File: src/tail_light_pkg.sv
package tail_light_pkg;

	// lamp modes shown on the matrix
	typedef enum logic [2:0]
	{
		GO,
		LEFT,
		RIGHT,
		STOP,
		OFF
	} lamp_mode_t;

	// button codes on state_in
	localparam logic [3:0] BTN_GO    = 4'b0000;
	localparam logic [3:0] BTN_LEFT  = 4'b0001;
	localparam logic [3:0] BTN_RIGHT = 4'b0010;
	localparam logic [3:0] BTN_STOP  = 4'b0100;

	localparam int MATRIX_W = 8;

	typedef logic [MATRIX_W-1:0] matrix_line_t;

	// seconds, 0 to 99
	typedef logic [6:0] sec_t;

	// segments a..g plus dp, msb is segment a
	localparam logic [7:0] seg_font [10] = '{
		8'b1111_1100,
		8'b0110_0000,
		8'b1101_1010,
		8'b1111_0010,
		8'b0110_0110,
		8'b1011_0110,
		8'b1011_1110,
		8'b1110_0000,
		8'b1111_1110,
		8'b1111_0110
	};

endpackage

File: src/lamp_status_if.sv
`timescale 1ns/1ps

interface lamp_status_if;
	import tail_light_pkg::*;

	lamp_mode_t mode;
	logic       holding;
	sec_t       drive_sec;
	sec_t       hold_sec;

	modport fsm      (output mode, output holding, input hold_sec);
	modport counters (output drive_sec, output hold_sec, input mode, input holding);
	modport matrix   (input mode);
	modport display  (input mode, input drive_sec, input hold_sec);

endinterface

File: src/lamp_mode_fsm.sv
`timescale 1ns/1ps

module lamp_mode_fsm #(
	parameter int HOLD_TURN_S = 10,
	parameter int HOLD_STOP_S = 5
) (
	input  logic        clkout_1Hz,
	input  logic        rst,
	input  logic        sw,
	input  logic [3:0]  state_in,
	lamp_status_if.fsm  status
);
	import tail_light_pkg::*;

	lamp_mode_t req_mode;
	sec_t       hold_last;
	logic       lit_mode;

	// switch and button decode
	always_comb
	begin
		if (!sw)
			req_mode = OFF;
		else
		begin
			case (state_in)
				BTN_GO:    req_mode = GO;
				BTN_LEFT:  req_mode = LEFT;
				BTN_RIGHT: req_mode = RIGHT;
				BTN_STOP:  req_mode = STOP;
				default:   req_mode = GO;
			endcase
		end
	end

	// last hold second before falling back to go
	always_comb
	begin
		if (status.mode == STOP)
			hold_last = sec_t'(HOLD_STOP_S - 1);
		else
			hold_last = sec_t'(HOLD_TURN_S - 1);
	end

	assign lit_mode = (status.mode == LEFT) || (status.mode == RIGHT) ||
		(status.mode == STOP);

	always_ff @(posedge clkout_1Hz)
	begin
		if (!rst)
		begin
			status.mode    <= GO;
			status.holding <= 1'b0;
		end
		else if (req_mode != GO)
		begin
			// off, or a fresh press, also cuts a running hold
			status.mode    <= req_mode;
			status.holding <= 1'b0;
		end
		else if (lit_mode && !status.holding)
		begin
			// release edge
			status.holding <= 1'b1;
		end
		else if (lit_mode && status.hold_sec != hold_last)
		begin
			status.holding <= 1'b1;
		end
		else
		begin
			status.mode    <= GO;
			status.holding <= 1'b0;
		end
	end

endmodule

File: src/second_counters.sv
`timescale 1ns/1ps

module second_counters #(
	parameter int DRIVE_WRAP = 100
) (
	input  logic             clkout_1Hz,
	input  logic             rst,
	lamp_status_if.counters  status
);
	import tail_light_pkg::*;

	sec_t hold_cnt;

	always_ff @(posedge clkout_1Hz)
	begin
		if (!rst)
		begin
			status.drive_sec <= '0;
			hold_cnt         <= '0;
		end
		else
		begin
			// driving seconds only run in go
			if (status.mode != GO)
				status.drive_sec <= '0;
			else if (status.drive_sec == sec_t'(DRIVE_WRAP - 1))
				status.drive_sec <= '0;
			else
				status.drive_sec <= status.drive_sec + 7'd1;

			if (status.holding)
				hold_cnt <= hold_cnt + 7'd1;
			else
				hold_cnt <= '0;
		end
	end

	// reads 0 as soon as the hold ends or is cut
	assign status.hold_sec = status.holding ? hold_cnt : '0;

endmodule

File: src/matrix_driver.sv
`timescale 1ns/1ps

module matrix_driver (
	input  logic                         clkout_1Hz,
	input  logic                         rst,
	lamp_status_if.matrix                status,
	output tail_light_pkg::matrix_line_t row,
	output tail_light_pkg::matrix_line_t col_r,
	output tail_light_pkg::matrix_line_t col_g
);
	import tail_light_pkg::*;

	logic [2:0]   scan;
	logic [2:0]   frame;
	logic [1:0]   arrow_idx;
	logic [1:0]   chev_idx;
	matrix_line_t chev_word;
	matrix_line_t arrow_base;
	matrix_line_t left_word;
	matrix_line_t right_word;
	matrix_line_t x_word;

	function automatic matrix_line_t rot_right(matrix_line_t w, logic [2:0] n);
		logic [2*MATRIX_W-1:0] d;
		d = {w, w} >> n;
		return d[MATRIX_W-1:0];
	endfunction

	always_ff @(posedge clkout_1Hz)
	begin
		if (!rst)
		begin
			scan  <= '0;
			frame <= '0;
		end
		else
		begin
			scan <= scan + 3'd1;
			// animation steps once per full scan
			if (scan == 3'd7)
				frame <= frame + 3'd1;
		end
	end

	assign row = ~(matrix_line_t'(1) << scan);

	// chevron repeats every four rows and scrolls down with frame
	assign chev_idx = scan[1:0] - frame[1:0];

	always_comb
	begin
		case (chev_idx)
			2'd0:    chev_word = 8'b1100_0011;
			2'd1:    chev_word = 8'b0110_0110;
			2'd2:    chev_word = 8'b0011_1100;
			default: chev_word = 8'b0001_1000;
		endcase
	end

	// arrow is mirrored about rows 3 and 4
	assign arrow_idx = scan[2] ? ~scan[1:0] : scan[1:0];

	always_comb
	begin
		case (arrow_idx)
			2'd0:    arrow_base = 8'b0000_1000;
			2'd1:    arrow_base = 8'b0000_1100;
			2'd2:    arrow_base = 8'b0000_0110;
			default: arrow_base = 8'b0111_1111;
		endcase
	end

	assign left_word  = rot_right(arrow_base, frame);
	// right arrow is the left one seen in a mirror
	assign right_word = {<<{left_word}};
	assign x_word     = (matrix_line_t'(1) << scan) | (matrix_line_t'(8'h80) >> scan);

	always_comb
	begin
		col_r = '0;
		col_g = '0;
		case (status.mode)
			GO:      col_g = chev_word;
			LEFT:    col_g = left_word;
			RIGHT:   col_g = right_word;
			STOP:    col_r = x_word;
			default: col_g = '0;
		endcase
	end

endmodule

File: src/segment_driver.sv
`timescale 1ns/1ps

module segment_driver (
	input  logic            clkout_1Hz,
	input  logic            rst,
	lamp_status_if.display  status,
	output logic [7:0]      seg_row,
	output logic [7:0]      seg_col
);
	import tail_light_pkg::*;

	// active-low digit selects, left to right
	typedef enum logic [7:0]
	{
		DIG_DRIVE_TENS = 8'b0111_1111,
		DIG_DRIVE_ONES = 8'b1011_1111,
		DIG_HOLD_TENS  = 8'b1101_1111,
		DIG_HOLD_ONES  = 8'b1110_1111
	} digit_sel_t;

	digit_sel_t digit_sel;
	sec_t       value;
	logic [3:0] digit;

	always_ff @(posedge clkout_1Hz)
	begin
		if (!rst)
			digit_sel <= DIG_DRIVE_TENS;
		else
		begin
			case (digit_sel)
				DIG_DRIVE_TENS: digit_sel <= DIG_DRIVE_ONES;
				DIG_DRIVE_ONES: digit_sel <= DIG_HOLD_TENS;
				DIG_HOLD_TENS:  digit_sel <= DIG_HOLD_ONES;
				default:        digit_sel <= DIG_DRIVE_TENS;
			endcase
		end
	end

	always_comb
	begin
		if (digit_sel == DIG_DRIVE_TENS || digit_sel == DIG_DRIVE_ONES)
			value = status.drive_sec;
		else
			value = status.hold_sec;

		if (digit_sel == DIG_DRIVE_TENS || digit_sel == DIG_HOLD_TENS)
			digit = 4'(value / 7'd10);
		else
			digit = 4'(value % 7'd10);
	end

	// display dark while switched off
	always_comb
	begin
		if (status.mode == OFF)
		begin
			seg_row = 8'b1111_1111;
			seg_col = 8'b0000_0000;
		end
		else
		begin
			seg_row = digit_sel;
			seg_col = seg_font[digit];
		end
	end

endmodule

File: src/tail_light_top.sv
`timescale 1ns/1ps

module tail_light_top #(
	parameter int HOLD_TURN_S = 10,
	parameter int HOLD_STOP_S = 5,
	parameter int DRIVE_WRAP  = 100
) (
	input  logic                         clkout_1Hz,
	input  logic                         rst,
	input  logic                         sw,
	input  logic [3:0]                   state_in,
	output tail_light_pkg::matrix_line_t row,
	output tail_light_pkg::matrix_line_t col_r,
	output tail_light_pkg::matrix_line_t col_g,
	output logic [7:0]                   seg_row,
	output logic [7:0]                   seg_col
);

	lamp_status_if status_if ();

	lamp_mode_fsm #(
		.HOLD_TURN_S (HOLD_TURN_S),
		.HOLD_STOP_S (HOLD_STOP_S)
	) i_lamp_mode_fsm (
		.clkout_1Hz (clkout_1Hz),
		.rst        (rst),
		.sw         (sw),
		.state_in   (state_in),
		.status     (status_if.fsm)
	);

	second_counters #(
		.DRIVE_WRAP (DRIVE_WRAP)
	) i_second_counters (
		.clkout_1Hz (clkout_1Hz),
		.rst        (rst),
		.status     (status_if.counters)
	);

	matrix_driver i_matrix_driver (
		.clkout_1Hz (clkout_1Hz),
		.rst        (rst),
		.status     (status_if.matrix),
		.row        (row),
		.col_r      (col_r),
		.col_g      (col_g)
	);

	segment_driver i_segment_driver (
		.clkout_1Hz (clkout_1Hz),
		.rst        (rst),
		.status     (status_if.display),
		.seg_row    (seg_row),
		.seg_col    (seg_col)
	);

endmodule

File: config.mk
export PLATFORM = sky130hd
export DESIGN_NAME = tail_light_top
export DESIGN_NICKNAME = d
export VERILOG_FILES = /design/src/tail_light_pkg.sv /design/src/lamp_status_if.sv /design/src/lamp_mode_fsm.sv /design/src/second_counters.sv /design/src/matrix_driver.sv /design/src/segment_driver.sv /design/src/tail_light_top.sv
export SDC_FILE = /design/constraint.sdc
export NUM_CORES = 1
export LEC_CHECK = 0
export BUFFER_PORTS_ARGS = -buffer_cell sky130_fd_sc_hd__buf_2
export CAP_MARGIN = 25
export CORE_MARGIN = 4
export CORE_UTILIZATION = 45
export CTS_CLUSTER_SIZE = 12
export DETAILED_ROUTE_END_ITERATION = 16
export PLACE_DENSITY = 0.67
export SETUP_SLACK_MARGIN = 0.02
export SLEW_MARGIN = 5
export SYNTH_ARGS = -nofsm -noshare
export SYNTH_HDL_FRONTEND = slang
export SYNTH_SLANG_ARGS = --single-unit
File: constraint.sdc
create_clock -name clkout_1Hz -period 5.6 [get_ports clkout_1Hz]
set_input_delay 0 -clock clkout_1Hz [delete_from_list [all_inputs] [get_ports clkout_1Hz]]
set_output_delay 0 -clock clkout_1Hz [all_outputs]
set_load 0.005 [all_outputs]
Word-level counts from Yosys, hierarchy flattened
Memories as Yosys holds them, arrays and structs flattened.
Cells that the tools add are included.
{"block": "op_classes", "add_sub_neg": 5, "n_eq_ne": 19, "shifts": 3, "mux": 21, "magnitude_cmp": 1, "bitwise": 5, "n_div": 2, "n_reduce_logical": 16}
{"op": "8-bit case mux with 3 select lines", "n": 3}
{"op": "8-bit 2-to-1 mux", "n": 5}
{"op": "7-bit case mux with 3 select lines", "n": 1}
{"op": "8-bit equality test, second input constant", "n": 2}
{"op": "15-bit by 3-bit >> shifter with 8-bit output", "n": 1}
{"op": "7-bit by 1-bit adder with 7-bit output, second input constant", "n": 2}
{"op": "7-bit 2-to-1 mux", "n": 2}
{"op": "3-bit 2-to-1 mux", "n": 4}
{"op": "8-bit by 7-bit equality test with 1-bit output, second input constant", "n": 1}
{"op": "4-bit 2-to-1 mux", "n": 2}
{"op": "8-bit NOT", "n": 1}
{"op": "8-bit OR", "n": 1}
{"op": "1-bit by 3-bit left shift with 8-bit output, first input constant", "n": 1}
{"op": "8-bit by 3-bit >> shifter with 8-bit output, first input constant", "n": 1}
{"op": "7-bit by 4-bit divider with 7-bit output, second input constant", "n": 1}
{"op": "7-bit equality test, second input constant", "n": 1}
{"op": "7-bit by 4-bit remainder unit with 7-bit output, second input constant", "n": 1}
{"op": "7-bit by 4-bit != test with 1-bit output", "n": 1}
{"op": "3-bit by 1-bit adder with 3-bit output, second input constant", "n": 2}
{"op": "3-bit by 2-bit equality test with 1-bit output, second input constant", "n": 2}
{"op": "3-bit equality test, second input constant", "n": 2}
{"op": "2-bit case mux with 3 select lines", "n": 1}
{"op": "3-bit nonzero test", "n": 2}
{"op": "5-bit greater-or-equal comparator, second input constant", "n": 1}
{"op": "21 further kinds", "n": 31}
{"block": "totals", "romBits": 128, "inputBits": 7, "memories": 1, "out_inout_bits": 40, "word_cells": 80, "ff_bits": 32}
{"name": "(no name shown)", "words": 16, "width": 8, "rd": 1, "rd_ports_with_merged_regs": 0, "write_ports": 0, "line_no": "segment_driver.sv:64", "rtl": "seg_col = seg_font[digit];"}

Depth between registers and ports, before layout
{"block": "depth", "depth_word": 10, "ltp_mapped": 24, "ltp_nobuf": 21}

Cells and area by module
A second synthesis with hierarchy kept.
{"block": "unflattened", "cells_unflattened": 395, "hier_area_um2": 3135.5}
{"module": "segment_driver", "n_inst": 1, "area_each_um2": 1216.2, "cells_per_inst": 159, "seq_area_each_um2": 80.1}
{"module": "matrix_driver", "n_inst": 1, "area_each_um2": 1116.1, "cells_per_inst": 151, "seq_area_each_um2": 120.1}
{"module": "second_counters", "n_inst": 1, "area_each_um2": 593.1, "cells_per_inst": 66, "seq_area_each_um2": 280.3}
{"module": "lamp_mode_fsm", "n_inst": 1, "area_each_um2": 210.2, "cells_per_inst": 19, "seq_area_each_um2": 80.1}

Least setup slack after synthesis
OpenSTA, ideal clock, no wires.
{"block": "synth_timing", "path_type": "reg-to-output", "start": "register i_segment_driver.digit_sel[5]", "end": "output seg_col[4]", "stages_incl_launch_ff": 24, "t_arrival_ns": 4.690, "path_buffers": 3, "setup_slack_ns": 0.910, "t_required_ns": 5.600, "cell_sequence": "dfxtp_1 -> and2_1 -> clkbuf_1 -> buf_2 -> nand3_1 -> and2_1 -> a21oi_1 -> nor2_1 -> ha_1 -> a31o_2 -> o211a_2 -> o31ai_4 -> xor2_2 -> buf_6 -> o221a_2 -> ha_1 -> inv_1 -> o22a_1 -> a32o_2 -> a21oi_1 -> inv_1 -> ha_1 -> mux2_1 -> a21oi_1"}
{"block": "synth_via", "elab_chain_len": 10, "elab_cells_between_ends": 14, "classes_between": "div (2); eq/ne (3); mux (5); bitwise (1); reduce/logical (2); memory (1)"}
{"element": "start, declared", "line_no": "segment_driver.sv:21", "rtl": "digit_sel_t digit_sel;"}
{"element": "start signal, assigned", "line_no": "segment_driver.sv:28", "rtl": "digit_sel <= DIG_DRIVE_TENS;"}
{"element": "start signal, assigned", "line_no": "segment_driver.sv:32", "rtl": "DIG_DRIVE_TENS: digit_sel <= DIG_DRIVE_ONES;"}
{"element": "start signal, assigned", "line_no": "segment_driver.sv:33", "rtl": "DIG_DRIVE_ONES: digit_sel <= DIG_HOLD_TENS;"}
{"element": "8-bit by 7-bit equality test with 1-bit output or 8-bit equality test (tied branches)", "line_no": "segment_driver.sv:42, segment_driver.sv:47"}
{"element": "1-bit logical OR", "line_no": "segment_driver.sv:42", "rtl": "if (digit_sel == DIG_DRIVE_TENS || digit_sel == DIG_DRIVE_ONES)"}
{"element": "7-bit 2-to-1 mux", "line_no": "segment_driver.sv:42"}
{"element": "7-bit by 4-bit remainder unit with 7-bit output or 7-bit by 4-bit divider with 7-bit output (tied branches)", "line_no": "segment_driver.sv:50, segment_driver.sv:48"}
{"element": "4-bit 2-to-1 mux *", "line_no": "segment_driver.sv:47", "rtl": "if (digit_sel == DIG_DRIVE_TENS || digit_sel == DIG_HOLD_TENS)"}
{"element": "4-bit NOT with 5-bit output (implied by the code) *", "line_no": "segment_driver.sv:64"}
{"element": "memory 16 x 8 bit *"}
{"element": "8-bit 2-to-1 mux (implied by the code) * (2 in a row)", "line_no": "segment_driver.sv:64"}
{"element": "8-bit 2-to-1 mux *", "line_no": "segment_driver.sv:56", "rtl": "if (status.mode == OFF)"}
{"element": "end, declared", "line_no": "tail_light_top.sv:16", "rtl": "output logic [7:0] seg_col"}
Mark *: on every way between the ends. The rest lies on a longest branch, timed or not. The select of a mux whose other input is x is not followed.

Final worst setup path
{"block": "layout_timing", "start": "register i_segment_driver.digit_sel[6]", "end": "output seg_col[4]"}
Same word-level chain as after synthesis.

==> results.json <==
{
  "crit_type": "flip-flop to output port",
  "min_period_ns": 5.28,
  "hold_viol": 0,
  "die-area_um2": 7620,
  "grt_max_degree": 17,
  "final_util_pct": 52.1,
  "num_io_pins": 47,
  "drt-wirelength-per-cell_um": 13.7,
  "grt_first_pass_wirelength_um": 11100,
  "crit_path_end_kind": "output port",
  "crit_fanout": 10,
  "slew_viol_final": 0,
  "yosysWarnings": 0,
  "worst_slew_pin_slew_ns": 0.612,
  "antenna_found_initial": 0,
  "synth_top_area_share_pct": 19.8,
  "cp_data_arrival_time_ns": 5.28,
  "cpPeakStageDelay_ns": 0.39,
  "die_w_um": 87.3,
  "internal_power_uw": 476,
  "ys_types": 61,
  "rsz0062_at_grt": "false",
  "grt_pass1_vias": 2470,
  "crit_required_ns": 5.60,
  "synth_edf_count": 0,
  "drt_iter0_drc": 113,
  "swShare_pct": 38.0,
  "post_drt_via_cell_ratio": 5.54,
  "remaining_drc_errors": 0,
  "area_delta_synth_final_pct": 10.9,
  "synth_async_sr_flop_share_pct": 0,
  "synth-seq-cells": 28,
  "synth_area_um2": 2830,
  "critical_path.cell_chain": "xor2_4 -> and2_1 -> buf_4 -> o31ai_4 -> nor2_1 -> ha_1 -> a31o_2 -> o211a_2 -> o31ai_4 -> xor2_4 -> o221a_2 -> ha_1 -> inv_1 -> o22a_1 -> a32o_2 -> xnor2_1 -> a21o_1 -> ha_1 -> mux2_1 -> a21oi_1 -> buf_2",
  "fin_skew_ns": 0.00588,
  "num_rows": 28,
  "dr.pass1.iters": 5,
  "finalSetupViolations": 0,
  "fmax_mhz": 190,
  "io_buffers": 41,
  "startpoint_type": "flip-flop",
  "finalCritPeriodShare_pct": 94.2,
  "antenna_cells": 0,
  "numClockSinks": 28,
  "insertion_delay_ns": 0.27,
  "synth.yosys.seq_area_share_pct": 19.8,
  "crit_path_top_delay_cell": "dfxtp_2",
  "vdd_ir_drop_max_mv": 0.262,
  "route.vias.total": 2681,
  "comb_power_share_pct": 49.6,
  "start_util_pct": 46.9,
  "drive_gt1_share_pct": 17.1,
  "crit_top_cell": "ha_1",
  "p_sw_uw": 292,
  "syn_inst": 385,
  "syn_avg_cell_area_um2": 7.35,
  "setup_tns_ns": 0,
  "clkTransAtPathRegs_ns": 0.10,
  "synthFlopType": "dfxtp_1",
  "hpwl_um": 5090,
  "core_um2": 6030,
  "cts.htree.levels": 1,
  "die-height_um": 87.3,
  "p_seq_share_pct": 29.9,
  "leakage_nw": 1.30,
  "min_path_type": "input port to flip-flop",
  "synth_top_area_cell": "dfxtp_1",
  "cts_tree": "yes",
  "outcome": "finished, final reports clean",
  "nets": 437,
  "clk_path_buf_depth": 2,
  "synthTopCellsByArea": "dfxtp_1 (20%), ha_1 (8.8%), nor2_1 (5.4%)",
  "cap_violations": 0,
  "cts_made_buffers": 3,
  "slew_headroom_pct": 58.8,
  "grtUsageTotal_pct": 17.5,
  "root_buffer": "clkbuf_8",
  "wl_um": 6620,
  "cellPowerDensity_nw_per_um2": 245,
  "place.gp.congestion": 0.879,
  "clkPwrFrac_pct": 20.5,
  "overflow": 0,
  "drtAntennaViolNets": 0
}
kinds of logic after synthesis:
kind of cell	synth area share [%]
other cells	0.265
fa+ha+maj	9.55
flops	19.8
xor+xnor	8.58
buf+inv	8.89
simple gates	25.5
mux	3.14
compound gates	24.3
sequential cells by signal, indices dropped and copies added (netlist names):
signal,flops
i_second_counters.hold_cnt,7
i_second_counters.status.drive_sec,7
i_segment_driver.digit_sel,4
i_lamp_mode_fsm.status.mode,3
i_matrix_driver.frame,3
i_matrix_driver.scan,3
i_lamp_mode_fsm.status.holding,1
worst max-delay path, delay by kind of cell, from the launching register on:
family,cells,cell delay [ns]
and+or+nand+nor,2,0.32
DFF,1,0.39
AOI/OAI and AO/OA,9,2.23
buffers and inverters,3,0.40
adders and majority gates,3,0.72
muxes,1,0.30
xor gates and xnor gates,3,0.65
worst paths after layout:
path                                   from                             end  slack, ns  cells after the start
max           i_segment_driver.digit_sel[6]                      seg_col[4]       0.32                     21
min reg2reg   i_segment_driver.digit_sel[4]   i_segment_driver.digit_sel[4]       0.45                      1
max reg2reg  i_lamp_mode_fsm.status.mode[0]  i_lamp_mode_fsm.status.mode[1]       3.58                      6
min                                     rst   i_segment_driver.digit_sel[4]       0.02                      2
timing repair:
| item | 4_1_cts | 5_1_grt |
|---|---|---|
| buffers inserted | 0 | 4 |
| hold buffers | 1 | 0 |
| setup endpoints to repair | 2 | 7 |
| hold endpoints to repair | 1 | 0 |
| pin swaps | 1 | 2 |
| resized for setup | 1 | 5 |
per-stage QoR:
step	setup slack [ns]	power, mW	area, um2	hold slack, ns	instances
final	0.324	0.769	3140	0.0156	484
after global routing	0.0210	0.828	3140	0.0313	484
after CTS	0.0250	0.751	3090	0.00816	480
after detailed placement	0.242	0.590	2990	0.215	475
after global placement	0.391	0.583	2990	0.210	475
after floorplan	0.910	0.498	2840	0.0724	388
cells in the mapped netlist, drive strengths merged, types with 3 or more instances:
cell and instances:
nor2 41, nand2 33, a21oi 28, dfxtp 28
ha 20, o21ai 20, inv 19, clkbuf 17
buf 16, xnor2 15, nand3 13, xor2 11
nor3 9, o22a 9, and2 8, nand2b 8
nor2b 8, and3 7, nand4 6, o22ai 6
a211oi 5, a21o 5, a221oi 4, mux2 4
mux2i 4, nand4b 4, o31ai 4, a31oi 3
o211ai 3
layout make-up:
class	count	area [um2]
clock buffer	3	41.3
timing repair buffer	50	275
inverter	20	75.1
clock inverter	1	30.0
fill	588	2890
sequential	28	563
tap	75	93.8
multi-input combinational	307	2060
layout by cell type (no fill, tap or decap), types with 3 or more instances in the layout:
master,n
conb_1,5
nand2b_1,8
buf_4,8
nand4_1,6
nor3_1,9
o21ai_0,18
xnor2_1,15
o22a_1,9
inv_1,19
nand2_1,33
nor2b_1,8
o22ai_1,6
a221oi_1,4
nor2_1,41
xor2_1,9
mux2i_1,4
a211oi_1,5
buf_2,41
ha_1,20
and3_1,7
o211ai_1,3
dfxtp_1,26
a21oi_1,28
a31oi_1,3
a21o_1,5
and2_1,7
nand4b_1,4
clkbuf_8,3
nand3_1,13
layer usage:
metal  track usage (%)  share of wire (%)  vias up
met5                 0                  0        -
met4              1.95               0.50        0
met3              2.74                3.1        4
met2              30.5                 48       35
met1              23.4                 48     1241
li1                  -                  -     1401
power groups by stage:
stage,sequential [mW],combinational [mW],clock [mW]
2_1_floorplan,0.222,0.276,0
3_3_place_gp,0.230,0.354,0
3_5_place_dp,0.231,0.359,0
4_1_cts,0.226,0.361,0.163
5_1_grt,0.233,0.426,0.169
6_report,0.230,0.381,0.158
No activity file was read; power rests on OpenSTA's default activity.
